## config.mk

```make
export PLATFORM = sky130hd
export DESIGN_NAME = rob_top
export DESIGN_NICKNAME = d
export VERILOG_FILES = /design/src/rob_pkg.sv /design/src/rob_top.sv /design/src/rob_drain.sv /design/src/rob_fill_track.sv /design/src/rob_slot_alloc.sv /design/src/rob_dualport_ram.sv
export VERILOG_INCLUDE_DIRS = /design/src
export SDC_FILE = /design/constraint.sdc
export NUM_CORES = 1
export LEC_CHECK = 0
export BUFFER_PORTS_ARGS = -buffer_cell sky130_fd_sc_hd__buf_2
export CORE_MARGIN = 5
export CORE_UTILIZATION = 30
export DETAILED_ROUTE_END_ITERATION = 16
export SLEW_MARGIN = 40
export SYNTH_ARGS = -nofsm -noshare
export SYNTH_HDL_FRONTEND = slang
export SYNTH_SLANG_ARGS = --single-unit
```

## constraint.sdc

```tcl
create_clock -name clk0 -period 4.1 [get_ports clk0]
set_input_delay 0 -clock clk0 [delete_from_list [all_inputs] [get_ports clk0]]
set_output_delay 0 -clock clk0 [all_outputs]
set_load 0.01 [all_outputs]
```

## src/rob_consts.svh

```systemverilog
/*
 * Sizing constants for the reorder buffer. ROB_ENTRIES must be a power of two
 * so that the ring pointers wrap by plain overflow.
 */
`ifndef ROB_CONSTS_SVH
`define ROB_CONSTS_SVH

// Number of slots in the ring, and so the RAM depth
`define ROB_ENTRIES 16

// Width of one response data word
`define ROB_DATA_BITS 32

`endif
```

## src/rob_pkg.sv

```systemverilog
/*
 * Shared types of the reorder buffer. Widths follow rob_consts.svh.
 */
`include "rob_consts.svh"

package rob_pkg;

    // Slot index, wide enough to name every entry of the ring
    typedef logic [$clog2(`ROB_ENTRIES)-1:0] rob_idx_t;

    // Occupancy count, one bit wider than the index
    // A full ring of ROB_ENTRIES slots needs the extra bit
    typedef logic [$clog2(`ROB_ENTRIES):0] rob_count_t;

    // One response payload word
    typedef logic [`ROB_DATA_BITS-1:0] rob_data_t;

endpackage

```

## src/rob_top.sv

```systemverilog
/*
 * Reorder buffer top level. Responses arrive on lanes A and B in any order
 * and leave in allocation order. The output has no back-pressure.
 */
`timescale 1ns/1ps
`include "rob_consts.svh"

module rob_top
(
    input  logic               clk0,
    input  logic               rst_n,

    // Allocation
    input  logic               alloc_en,
    output logic               alloc_ok,
    output rob_pkg::rob_idx_t  alloc_idx,

    // Response lane A, written through RAM port 0
    input  logic               rsp_a_en,
    input  rob_pkg::rob_idx_t  rsp_a_idx,
    input  rob_pkg::rob_data_t rsp_a_data,

    // Response lane B, written through RAM port 1
    input  logic               rsp_b_en,
    input  rob_pkg::rob_idx_t  rsp_b_idx,
    input  rob_pkg::rob_data_t rsp_b_data,

    // In-order output
    output logic               out_valid,
    output rob_pkg::rob_idx_t  out_idx,
    output rob_pkg::rob_data_t out_data
);

    import rob_pkg::*;

    // Drain handshake with the allocator and the fill tracker
    logic     pop;
    logic     head_filled;
    rob_idx_t head;

    // RAM port 1, shared by lane B and the drain
    rob_idx_t  addr1;
    rob_data_t rdata1;

    rob_slot_alloc u_slot_alloc
    (
        .clk0      (clk0),
        .rst_n     (rst_n),
        .alloc_en  (alloc_en),
        .pop       (pop),
        .alloc_ok  (alloc_ok),
        .alloc_idx (alloc_idx)
    );

    rob_fill_track u_fill_track
    (
        .clk0        (clk0),
        .rst_n       (rst_n),
        .rsp_a_en    (rsp_a_en),
        .rsp_a_idx   (rsp_a_idx),
        .rsp_b_en    (rsp_b_en),
        .rsp_b_idx   (rsp_b_idx),
        .pop         (pop),
        .head        (head),
        .head_filled (head_filled)
    );

    rob_drain u_drain
    (
        .clk0        (clk0),
        .rst_n       (rst_n),
        .head_filled (head_filled),
        .rsp_b_en    (rsp_b_en),
        .rsp_b_idx   (rsp_b_idx),
        .rdata1      (rdata1),
        .head        (head),
        .pop         (pop),
        .addr1       (addr1),
        .out_valid   (out_valid),
        .out_idx     (out_idx),
        .out_data    (out_data)
    );

    // Both RAM ports run on clk0
    // Port 0 read data is not needed, since lane A only writes
    rob_dualport_ram
    #(
        .N_ENTRIES   (`ROB_ENTRIES),
        .N_DATA_BITS (`ROB_DATA_BITS)
    )
    u_ram
    (
        .clk0   (clk0),
        .addr0  (rsp_a_idx),
        .wen0   (rsp_a_en),
        .wdata0 (rsp_a_data),
        .rdata0 (),
        .clk1   (clk0),
        .addr1  (addr1),
        .wen1   (rsp_b_en),
        .wdata1 (rsp_b_data),
        .rdata1 (rdata1)
    );

endmodule

```

## src/rob_drain.sv

```systemverilog
/*
 * Releases entries in ring order, one per cycle at most. Lane B owns RAM
 * port 1 whenever it writes, which stalls the drain for that cycle.
 */
`timescale 1ns/1ps

module rob_drain
(
    input  logic               clk0,
    input  logic               rst_n,
    input  logic               head_filled,
    input  logic               rsp_b_en,
    input  rob_pkg::rob_idx_t  rsp_b_idx,
    input  rob_pkg::rob_data_t rdata1,
    output rob_pkg::rob_idx_t  head,
    output logic               pop,
    output rob_pkg::rob_idx_t  addr1,
    output logic               out_valid,
    output rob_pkg::rob_idx_t  out_idx,
    output rob_pkg::rob_data_t out_data
);

    import rob_pkg::*;

    // Oldest slot still waiting to leave
    rob_idx_t head_q;

    // Pop only a filled head, and only while lane B leaves port 1 alone
    assign pop = head_filled & ~rsp_b_en;

    // Lane B writes take the port, otherwise the head is read
    assign addr1 = rsp_b_en ? rsp_b_idx : head_q;

    assign head = head_q;

    // The head steps forward on each pop and wraps with the ring
    always_ff @(posedge clk0 or negedge rst_n)
    begin
        if (!rst_n)
        begin
            head_q <= '0;
        end
        else if (pop)
        begin
            head_q <= head_q + 1'b1;
        end
    end

    // out_valid trails pop by the one cycle of RAM read latency
    always_ff @(posedge clk0 or negedge rst_n)
    begin
        if (!rst_n)
            out_valid <= 1'b0;
        else
            out_valid <= pop;
    end

    // Index of the popped slot, aligned with its data on rdata1
    always_ff @(posedge clk0)
    begin
        if (pop)
        begin
            out_idx <= head_q;
        end
    end

    // The RAM output register already holds the word, so it goes out as is
    // It is only meaningful while out_valid is high
    assign out_data = rdata1;

endmodule

```

## src/rob_fill_track.sv

```systemverilog
/*
 * One filled bit per slot. The two lanes never name one slot in a cycle,
 * and a lane only fills an allocated slot whose bit is clear.
 */
`timescale 1ns/1ps
`include "rob_consts.svh"

module rob_fill_track
(
    input  logic              clk0,
    input  logic              rst_n,
    input  logic              rsp_a_en,
    input  rob_pkg::rob_idx_t rsp_a_idx,
    input  logic              rsp_b_en,
    input  rob_pkg::rob_idx_t rsp_b_idx,
    input  logic              pop,
    input  rob_pkg::rob_idx_t head,
    output logic              head_filled
);

    import rob_pkg::*;

    // A set bit marks a slot whose response has landed in the RAM
    logic [`ROB_ENTRIES-1:0] filled;
    // Bits that the lanes set and the drain clears this cycle
    logic [`ROB_ENTRIES-1:0] set_mask;
    logic [`ROB_ENTRIES-1:0] clr_mask;

    always_comb
    begin
        set_mask = '0;
        clr_mask = '0;
        if (rsp_a_en)
            set_mask[rsp_a_idx] = 1'b1;
        if (rsp_b_en)
            set_mask[rsp_b_idx] = 1'b1;
        // The drain only pops a filled head, so set and clear never meet
        if (pop)
            clr_mask[head] = 1'b1;
    end

    always_ff @(posedge clk0 or negedge rst_n)
    begin
        if (!rst_n)
            filled <= '0;
        else
            filled <= (filled & ~clr_mask) | set_mask;
    end

    // A fill shows here the cycle after its strobe
    assign head_filled = filled[head];

endmodule

```

## src/rob_slot_alloc.sv

```systemverilog
/*
 * Ring tail and occupancy of the reorder buffer. An alloc_en while alloc_ok
 * is low is dropped. pop must only come for an occupied slot.
 */
`timescale 1ns/1ps
`include "rob_consts.svh"

module rob_slot_alloc
(
    input  logic              clk0,
    input  logic              rst_n,
    input  logic              alloc_en,
    input  logic              pop,
    output logic              alloc_ok,
    output rob_pkg::rob_idx_t alloc_idx
);

    import rob_pkg::*;

    // Next slot to hand out
    rob_idx_t   tail;
    // Slots taken and not yet drained
    rob_count_t count;
    // Allocation request that the buffer can honour this cycle
    logic       alloc_acc;

    // Room is left while fewer than ROB_ENTRIES slots are taken
    assign alloc_ok  = (count < rob_count_t'(`ROB_ENTRIES));
    assign alloc_acc = alloc_en & alloc_ok;

    // The requester always sees the tail, and takes it with alloc_en
    assign alloc_idx = tail;

    // Tail moves one slot per accepted allocation
    // The depth is a power of two, so the index wraps by overflow
    always_ff @(posedge clk0 or negedge rst_n)
    begin
        if (!rst_n)
        begin
            tail <= '0;
        end
        else if (alloc_acc)
        begin
            tail <= tail + 1'b1;
        end
    end

    // Occupancy goes up on allocation and down on pop
    // Both in one cycle leave it unchanged
    always_ff @(posedge clk0 or negedge rst_n)
    begin
        if (!rst_n)
        begin
            count <= '0;
        end
        else
        begin
            case ({alloc_acc, pop})
                2'b10:   count <= count + 1'b1;
                2'b01:   count <= count - 1'b1;
                default: count <= count;
            endcase
        end
    end

endmodule

```

## src/rob_dualport_ram.sv

```systemverilog
/*
 * Two-port block RAM without reset. A writing port returns its own new word.
 * A read of a word that the other port writes in the same edge returns the old word.
 */
`timescale 1ns/1ps

module rob_dualport_ram
#(
    parameter int N_ENTRIES   = 16,
    parameter int N_DATA_BITS = 32
)
(
    input  logic                   clk0,
    input  rob_pkg::rob_idx_t      addr0,
    input  logic                   wen0,
    input  logic [N_DATA_BITS-1:0] wdata0,
    output logic [N_DATA_BITS-1:0] rdata0,

    input  logic                   clk1,
    input  rob_pkg::rob_idx_t      addr1,
    input  logic                   wen1,
    input  logic [N_DATA_BITS-1:0] wdata1,
    output logic [N_DATA_BITS-1:0] rdata1
);

    // Storage array, one word per slot
    logic [N_DATA_BITS-1:0] mem [0:N_ENTRIES-1];

    // Port 0 writes on clk0 and bypasses its write data to rdata0
    always_ff @(posedge clk0)
    begin
        if (wen0)
        begin
            mem[addr0] <= wdata0;
            rdata0     <= wdata0;
        end
        else
        begin
            // Registered read, so the word shows one cycle after the address
            rdata0 <= mem[addr0];
        end
    end

    // Port 1 mirrors port 0 on its own clock
    always_ff @(posedge clk1)
    begin
        if (wen1)
        begin
            mem[addr1] <= wdata1;
            rdata1     <= wdata1;
        end
        else
        begin
            rdata1 <= mem[addr1];
        end
    end

endmodule

```

* Word-level counts from Yosys, hierarchy flattened *
Memory sizes are Yosys's and may differ from the RTL's. A register that Yosys moved wholly into a read port is not among the register bits.
Cells that the tools add are included.

word-level totals
  bits of input ports = 77
  output and inout bits = 42
  memories = 1
  register bits after elaboration = 34
  RAM bits = 512
  logic and storage cells = 48

memory list
  name       words  width  rd ports  clocked after memory_dff  write ports  RTL line                source
  u_ram.mem  16     32     1         1                         2            rob_dualport_ram.sv:27  logic [N_DATA_BITS-1:0] mem [0:N_ENTRIES-1];

operators by class
  bitwise gates (word level) = 7
  equal/unequal tests = 2
  muxes and demuxes = 17
  $lt $le $gt $ge = 7
  add/sub/neg operators = 4
  reductions and logical operators = 4

operators with widths
  cell                                                                   number
  16-bit two-way mux                                                     3
  16-bit OR                                                              2
  16-bit bitwise AND                                                     1
  16-bit inverter                                                        1
  4-bit by 5-bit < comparator with 1-bit output, second input constant   3
  1-bit demux with 4-bit select                                          3
  4-bit by 1-bit >= comparator with 1-bit output, second input constant  3
  5-bit case mux with 2 select lines                                     1
  4-bit by 1-bit adder with 4-bit output, second input constant          2
  1-bit two-way mux                                                      8
  5-bit by 1-bit adder with 5-bit output, second input constant          1
  5-bit < comparator, second input constant                              1
  5-bit by 1-bit subtractor with 5-bit output, second input constant     1
  1-bit binary-select mux with 4-bit select                              1
  4-bit two-way mux                                                      1
  1-bit logical AND                                                      3
  1-bit bitwise AND                                                      2
  2-bit by 1-bit equality test with 1-bit output, second input constant  1
  2-bit equality test, second input constant                             1
  2-bit nonzero test                                                     1
  1-bit inverter                                                         1

* Logic depth before layout (Yosys ltp) *
Gate-level depths: netlist of the first run.

  depth after elaboration = 8
  mapped depth = 15
  depth with buffers taken out = 13

* Least setup slack after synthesis of the first run *
No wires, ideal clock.

  kind = input to register
  start = input rsp_a_idx[2]
  end = memory u_ram.mem[0][0] (enable)
  data required time = 3632 ps
  stages = 2
  buffers on the path = 0
  data arrival time = 2854 ps
  path slack = 778 ps
  cell sequence = or3b_2 -> o21ai_0

RTL lines
  what         RTL line                source
  from (decl)  rob_top.sv:20           input rob_pkg::rob_idx_t rsp_a_idx,
  to (decl)    rob_dualport_ram.sv:27

* Final worst setup path of the first run *
  start = register u_drain.head_q[0] (netlist: u_drain.head[0])
  end = register u_slot_alloc.count[4]

between the ends
  word-level cells in the longest chain between the ends = 5
  elaborated cells between the ends (all ways) = 7

RTL lines
  what                                                                                          RTL line              source
  from (decl)                                                                                   rob_drain.sv:26       rob_idx_t head_q;
  from (signal assigned)                                                                        rob_drain.sv:45       head_q <= head_q + 1'b1;
  1-bit binary-select mux with 4-bit select *                                                   rob_fill_track.sv:51  assign head_filled = filled[head];
  1-bit two-way mux (not written as such) *                                                     rob_fill_track.sv:51
  1-bit bitwise AND *                                                                           rob_drain.sv:29       assign pop = head_filled & ~rsp_b_en;
  named net pop                                                                                 rob_top.sv:37         logic pop;
  2-bit by 1-bit equality test with 1-bit output / 2-bit equality test (equally long branches)  rob_slot_alloc.sv:58  case ({alloc_acc, pop})
  5-bit case mux with 2 select lines / 2-bit nonzero test (equally long branches)               n/a
  to (signal assigned)                                                                          rob_slot_alloc.sv:59  2'b10: count <= count + 1'b1;
  to (signal assigned)                                                                          rob_slot_alloc.sv:60  2'b01: count <= count - 1'b1;
  to (signal assigned)                                                                          rob_slot_alloc.sv:61  default: count <= count;
  to (decl)                                                                                     rob_slot_alloc.sv:23  rob_count_t count;

Mark *: on every way through the listed nets, which the timed path passes. The rest lies on a longest branch. The select of a mux whose other input is x is not followed.
A chain may end at the register's enable or synchronous reset.

==> summary.md, run 1 <==
| Metric | Value |
|---|---|
| Post-synth EDFFs | 516 |
| Filler cells | 9339 |
| Met3 WL post-DR | 9275 microns |
| Hold endpoint | u_fill_track.filled[7] |
| Worst R2R End | u_slot_alloc.count[4] |
| HPWL Detailed | 55220 microns |
| Area of the multi-input gates | 0.01149 sq mm |
| Placed cell count | 3487 |
| Critical Path, Cell by Cell | mux4_2, mux2_2, nand3_2, o31a_2, inv_1, ha_1, xor2_1, ha_1, o21a_1, o21ai_0, o21bai_1, mux2i_1, xnor2_1 |
| Pre-CTS WS | 0.6757 ns |
| Initial antenna violation count | 6 |
| Skew final | 0.01903 ns |
| Gr usage total | 0.1882 |
| Setup crit end kind | register |
| Reg2reg setup slack | 0.66 ns |
| Crit-path max FO | 10 |
| Reg-to-Reg Start | u_drain.head[0] |
| RSZ-0062 raised after global routing | false |
| # Max-Cap Violations | 0 |
| Async SR Flop Fraction | 0.05190 |
| Syn nets | 2345 |
| PnR worst setup slack | 0.6584 ns |
| Max VDD drop | 0.2552 mV |
| Hold WC Path Type | input port to register |
| Die area | 0.1033 sq mm |
| Wirelength per Cell | 27.58 microns |
| Register area share after synthesis | 0.5804 |
| Non-filler cells in the finished layout | 3682 |
| Commonest non-fill, non-tap cell in the layout | edfxtp_1 |
| Setup TNS | 0 ns |
| Max Root-Sink Buffers | 3 |
| Met2 WL | 49980 microns |
| Core footprint | 0.09642 sq mm |
| DRC viols | 0 |
| Gr ovfl total | 0 |
| Layout area overhead | 18.69% |
| Pre-Repair DR Iteration Count | 9 |
| Critical path's top delay family | multiplexers |
| Synth unique cells | 45 |
| Status | completed |
| Clk sinks | 578 |
| Critical-path top delay cell | mux4_2 |
| Static leakage | 10.86 nW |
| Fmax | 290.6 MHz |
| Via-per-instance ratio | 5.768 |
| Post-CTS Setup Bufs | 0 |
| Starting DRT DRC Count | 2314 |
| Commonest non-fill, non-tap cells in the layout | edfxtp_1, o21ai_0, mux2_2, mux2_1, buf_2 |
| Synthesized cell area | 0.02909 sq mm |
| Yosys warnings | 0 |
| Post-synth top flop | edfxtp_1 |
| Final Hold Fails | 0 |
| CTS tree | done |
| Io pins | 119 |
| Slew Viols, Final | 0 |
| Via count | 21240 |
| Synth Register Bits | 578 |
| Critical path's most frequent cell | ha_1 |
| Starting density of the core | 0.3017 |
| Final worst path period share | 0.8394 |
| Top Metal Used | met5 |
| Tightest Pin Transition | 0.9146 ns |
| GP Congestion | 0.7875 |
| Total CTS buffers | 66 |
| FF+latch area | 0.01689 sq mm |
| Pwr/cell area | 488.3 mW/mm^2 |
| Clock transition at path regs | 0.06 ns |
| Critical Path Start Type | register |
| Die Width | 321.4 microns |
| Die Height | 321.4 microns |
| Post-Synthesis Cells | 2259 |
| Pin count of the biggest net entering global routing | 62 |
| First-pass GRT wire length | 145800 microns |
| FP Rows | 114 |
| Vias in the first global route | 21160 |
| Critical Path RT | 4.63 ns |
| Hold path cells | 4 |
| Final layout net count | 2434 |
| Worst relative slew slack | 0.3903 |
| Crit path buffers/inverters | 1 |
| Avg Cell Area, Syn | 12.88 sq um |
| HP Start | rsp_a_idx[0] |
| Data arrival, critical path | 3.97 ns |
| Worst-skew pair later-pin latency | 0.62 ns |
| # port buffers | 118 |
| Wl on met1 | 39010 microns |
| Crit path time final | 3.442 ns |
| R2R cell count | 13 |
| Critical path's largest stage delay | 0.57 ns |
| Final WL | 101600 microns |
| ANT nets after route | 0 |
| Crit Path Class | register to register |
| Post_cts resized | 0 |
| Hold slack | 0.1038 ns |
| H-Tree Depth | 3 |
| Layout cell share with drive strength beyond 1 | 0.2899 |
| Root Driver | clkbuf_16 |
| Setup violators final | 0 |
## registers in the layout, indices dropped and copies added (netlist names)
| signal | cells |
|---|---|
| u_slot_alloc.alloc_idx | 4 |
| u_drain.out_idx | 4 |
| u_slot_alloc.count | 5 |
| u_ram.mem | 512 |
| u_drain.head | 4 |
| u_fill_track.filled | 16 |
| u_ram.rdata1 | 32 |
| u_drain.out_valid | 1 |
## cell families after synthesis
| kind of cell | synth area share |
|---|---|
| multiplexers | 0.2035 |
| XOR/XNOR | 0.003312 |
| flip-flops | 0.5804 |
| adder cells (fa/ha/maj) | 0.003871 |
| buffers and inverters | 0.03737 |
| AND/OR/NAND/NOR | 0.02985 |
| AO/OA/AOI/OAI | 0.1416 |
## worst min-delay path, delay by kind of cell
| family | cells | cell delay, ns |
|---|---|---|
| AO/OA/AOI/OAI | 2 | 0.31 |
| AND/OR/NAND/NOR | 1 | 0.24 |
| buffers and inverters | 1 | 0.11 |
## per-layer routing
metal,up-vias,GRT usage
li1,8979,-
met1,10800,0.2444
met2,1240,0.3194
met3,213,0.03398
met4,2,0.06137
met5,-,0
## cell type report
type	count	area share
Inverter	7	0.0007610
Timing Repair Buffer	275	0.06631
Sequential cell	578	0.4890
Multi-Input combinational cell	1420	0.3327
Tap cell	1276	0.04624
Antenna cell	5	0.0003624
Clock inverter	33	0.01225
Clock buffer	88	0.05232
## cells in the mapped netlist (all sizes together) (14+ instances only)
library cell,instances,share of area
a21oi,35,0.0060
nor2,41,0.0053
a31oi,14,0.0030
a2bb2oi,18,0.0054
o21ai,519,0.089
a41oi,96,0.029
edfxtp,516,0.53
dfrtp,30,0.026
a21o,17,0.0044
buf,79,0.014
nor3,24,0.0048
clkbuf,175,0.023
nand2,25,0.0032
nand4,33,0.0071
mux2,516,0.20
dfxtp,32,0.022
## worst max path at each step
stage,startpoint,end,slack (ns),depth (start not counted)
after floorplan,rsp_a_idx[2],u_ram.mem[0][0],0.78,2
after global placement,u_drain.head[0],u_slot_alloc.count[4],0.62,13
after detailed placement,u_drain.head[0],u_slot_alloc.count[4],0.68,13
after CTS,u_drain.head[0],u_slot_alloc.count[4],0.66,13
after global routing,u_drain.head[0],u_slot_alloc.count[4],0.36,13
final,u_drain.head[0],u_slot_alloc.count[4],0.66,13
## power by group
group / internal [mW] / total (mW) / switching (mW)
Sequential: 6.91 / 7.17 / 0.262
Combinational: 1.32 / 3.54 / 2.22
Clock: 3.69 / 6.15 / 2.46
Total: 11.9 / 16.9 / 4.94
## stage by stage
step / instance area [sq um] / utilization / total power, mW
after detailed placement: 31590 / 0.3276 / 10.72
after global placement: 31330 / 0.3250 / 10.60
final: 34530 / 0.3581 / 16.86
after floorplan: 29090 / - / 9.320
after CTS: 34510 / 0.3579 / 16.91
after global routing: 34520 / 0.3580 / 17.49
## repair_timing
action / 4_1_cts / 5_1_grt
hold endpoints to repair: 578 / 0
setup endpoints to repair: 0 / 0
hold buffers: 68 / 0
Power figures use the tool's default switching activity.
==> run 2: changes to the inputs <==
--- a/config.mk
+++ b/config.mk
@@ -6,6 +6,7 @@
 export SDC_FILE = /design/constraint.sdc
 export NUM_CORES = 1
 export LEC_CHECK = 0
+export ABC_AREA = 1
 export BUFFER_PORTS_ARGS = -buffer_cell sky130_fd_sc_hd__buf_2
 export CORE_MARGIN = 5
 export CORE_UTILIZATION = 30
==> constraint.sdc (replaced) <==
create_clock -name clk0 -period 3.4 [get_ports clk0]
set_input_delay 0 -clock clk0 [delete_from_list [all_inputs] [get_ports clk0]]
set_output_delay 0 -clock clk0 [all_outputs]
set_load 0.01 [all_outputs]
==> summary.md, run 2 <==
| Metric | Value |
|---|---|
| Via-per-instance ratio | 5.050 (-12%) |
| Final layout net count | 3715 (+53%) |
| Wl on met1 | 40080 microns (+2.7%) |
| Commonest non-fill, non-tap cell in the layout | nand2_1 |
| Skew final | 0.03178 ns (+0.01275 ns) |
| Sequential share of power | 0.423 (-0.002) |
| Filler cells | 10110 (+8.2%) |
| Hold path cells | 3 (-1) |
| Psw | 6.635 mW (+34%) |
| CTS tree | done |
| Wirelength per Cell | 20.16 microns (-27%) |
| # Max-Cap Violations | 0 (unchanged) |
| Synth unique cells | 26 (-42%) |
| Count leader, synth | nand2_1 |
| Critical path's most frequent cell | nand2_1 |
| Static leakage | 13.17 nW (+21%) |
| Hold WC Path Type | input port to register |
| Final Hold Fails | 0 (unchanged) |
| Starting DRT DRC Count | 2736 (+18%) |
| Gate power share | 0.239 (+0.029) |
| Crit Path Class | register to register |
| Async SR Flop Fraction | 0.05190 (unchanged) |
| Pre-Repair DR Iteration Count | 6 (-3) |
| Critical Path, Cell by Cell | inv_2, nand3_1, nand2_1, nand2_1, nand2_1, inv_1, nand2_1, nand2_1, inv_1, ha_1, xor2_1, ha_1, inv_1, nand2_1, a31oi_1, xor2_1, nand2_1, nand2_1 |
| Via count | 25150 (+18%) |
| ANT nets after route | 0 (unchanged) |
| RSZ-0062 raised after global routing | false |
| Setup violators final | 0 (unchanged) |
| Vias in the first global route | 24000 (+13%) |
| Max Root-Sink Buffers | 3 (unchanged) |
| Synth top cells by count | nand2_1, edfxtp_1, o21ai_0 |
| R2R cell count | 18 (+5) |
| HPWL Detailed | 52920 microns (-4.2%) |
| Post-synth EDFFs | 516 (unchanged) |
| HP Start | rsp_a_data[13] |
| GP Congestion | 0.8172 (+3.8%) |
| Critical Path Start Type | register |
| Gr usage total | 0.1837 (-0.004453) |
| Critical path's top delay family | simple AND/OR/NAND/NOR gates |
| Setup crit end kind | register |
| First-pass GRT wire length | 151200 microns (+3.6%) |
| Register area share after synthesis | 0.5623 (-0.01811) |
| Avg Cell Area, Syn | 8.196 sq um (-36%) |
| Clock power frac | 0.339 (-0.026) |
| Crit path buffers/inverters | 4 (+3) |
| Starting density of the core | 0.3012 (-0.0005508) |
| Slew Viols, Final | 0 (unchanged) |
| Die area | 0.1065 sq mm (+3.1%) |
| Worst relative slew slack | 0.4237 (+0.03341) |
| Clock transition at path regs | 0.06 ns (about the same) |
| Pwr/cell area | 590.6 mW/mm^2 (+21%) |
| Clk sinks | 578 (unchanged) |
| Final WL | 100400 microns (-1.2%) |
| Initial antenna violation count | 1 (-5) |
| Pin count of the biggest net entering global routing | 129 (+110%) |
| Worst-skew pair later-pin latency | 0.62 ns (about the same) |
| FP Rows | 116 (+1.8%) |
| Met2 WL | 48210 microns (-3.5%) |
| Max reg flops | 512 (unchanged) |
| Area fraction of the dominant cell type after synthesis | 0.5160 (-0.01662) |
| Core footprint | 0.09971 sq mm (+3.4%) |
| Sw frac | 0.3276 (+0.03471) |
| Syn nets | 3750 (+60%) |
| Synthesized cell area | 0.03003 sq mm (+3.2%) |
| Post-synth top flop | edfxtp_1 |
| Setup TNS | 0 ns (unchanged) |
| Layout cell share with drive strength beyond 1 | 0.08585 (-0.2040) |
| Reg-to-Reg Start | u_drain.head[1] |
| Total CTS buffers | 66 (unchanged) |
| Met3 WL post-DR | 8505 microns (-8.3%) |
| Cell-internal power | 13.61 mW (+14%) |
| Yosys top cell by area | edfxtp_1 |
| Synth area leaders | edfxtp_1, nand2_1, o21ai_0 |
| Critical path depth | 18 (+5) |
| Io pins | 119 (unchanged) |
| Crit-path max FO | 10 (unchanged) |
| Non-filler cells in the finished layout | 4980 (+35%) |
| Placed cell count | 4794 (+37%) |
| Top Metal Used | met4 |
| Layout area overhead | 14.18% |
| Commonest non-fill, non-tap cells in the layout | nand2_1, edfxtp_1, o21ai_0, nand3_1, nor2_1 |
| Tightest Pin Transition | 0.8644 ns (-0.05012 ns) |
| Fmax | 353.5 MHz (+22%) |
| Synth Register Bits | 578 (unchanged) |
| DRC viols | 0 (unchanged) |
| Gr ovfl total | 0 (unchanged) |
| Largest regs | u_ram.mem x512, u_ram.rdata1 x32, u_fill_track.filled x16 |
| Status | completed |
| Critical Path RT | 3.88 ns (-0.75 ns) |
| Largest reg by FF count | u_ram.mem |
| Post-Synthesis Cells | 3664 (+62%) |
| Die Width | 326.4 microns (+1.5%) |
| Data arrival, critical path | 3.31 ns (-0.66 ns) |
| Hold slack | 0.01807 ns (-0.08571 ns) |
| Yosys warnings | 0 (unchanged) |
| Final worst path period share | 0.8321 (-0.007357) |
| Max VDD drop | 0.3138 mV (+23%) |
| Critical-path top delay cell | dfrtp_1 |
| Die Height | 326.4 microns (+1.5%) |
| CP Launch Point | u_drain.head[1] |
| H-Tree Depth | 3 (unchanged) |
| Root Driver | clkbuf_16 |
| Crit path time final | 2.829 ns (-0.6126 ns) |
| Critical path's largest stage delay | 0.51 ns (-0.06 ns) |
| # port buffers | 118 (unchanged) |
==> run 2: changes by cell type in the layout (fill, tap and decap cells not counted), sizes merged, moves of 33 or more <==
cell,change
nand3,+349
o21ai,-34
nand4,-33
nand2,+1517
nor2,+141
a41oi,-96
mux2,-515
inv,+103
==> run 2: power by group through the flow <==
| stage | sequential, mW | clock [mW] | combinational [mW] |
|---|---|---|---|
| floorplan | 8.70 | 0 | 3.13 |
| global placement | 8.70 | 0 | 4.69 |
| detailed placement | 8.71 | 0 | 4.76 |
| CTS | 8.56 | 6.95 | 4.84 |
| global route | 8.60 | 7.24 | 5.40 |
| finish | 8.56 | 6.86 | 4.84 |
==> run 2: cells by family (layout without fill, tap and decap cells) <==
family | Yosys count | in the layout | synth area share
adders and majority gates | 9 | 9 | 0.003750
other | 0 | 1 | 0
AOI/OAI and AO/OA | 525 | 525 | 0.08825
muxes | 1 | 1 | 0.0003750
buffers and inverters | 453 | 470 | 0.06562
DFF | 578 | 578 | 0.5623
xor gates and xnor gates | 12 | 12 | 0.003500
and+or+nand+nor | 2086 | 2086 | 0.2762
==> run 2: through the flow <==
step / setup WS [ns] / total power [mW] / area, sq um / utilization
finish: 0.5710 / 20.25 / 34290 / 0.3439
global route: 0.2032 / 21.24 / 34290 / 0.3438
CTS: 0.5708 / 20.35 / 34270 / 0.3437
detailed placement: 0.5730 / 13.47 / 31580 / 0.3168
global placement: 0.6275 / 13.39 / 31550 / 0.3164
floorplan: 0.7676 / 11.83 / 30030 / -
==> run 2: cell type report <==
class	instances	area [sq um]	share of cell area
antenna	1	2.502	0.00007298
sequential	578	16890	0.4925
tap	1298	1624	0.04737
clock inverter	30	200.2	0.005839
multi-input combinational	2633	11360	0.3312
inverter	110	427.9	0.01248
clock buffer	90	1826	0.05324
timing repair buffer	240	1964	0.05729
==> run 2: repair_timing <==
item / CTS / global route
hold buffers: 65 / 0
endpoints found under the hold margin: 585 / 0
gates resized for setup: 0 / 0
setup endpoints to repair: 0 / 0
setup buffers: 0 / 0
==> run 2: final timing paths <==
kind	slack, ns	endpoint
min	0.02	u_ram.mem[14][13]
min reg2reg	0.47	u_fill_track.filled[12]
min in group asynchronous	0.42	u_slot_alloc.alloc_idx[2]
max	0.57	u_slot_alloc.count[4]
max reg2reg	0.57	u_slot_alloc.count[4]
max in group asynchronous	2.80	u_fill_track.filled[15]
==> run 2: tightest hold or removal path: cells and delay by family <==
family                 cells  cell delay (ns)
buffers and inverters      2             0.31
AOI/OAI and AO/OA          1             0.19
==> run 2: routing by layer <==
layer | GRT usage | up-vias
met1 | 0.2398 | 11790
met3 | 0.02573 | 212
li1 | - | 11990
met5 | 0 | -
met4 | 0.06654 | 0
met2 | 0.3130 | 1166
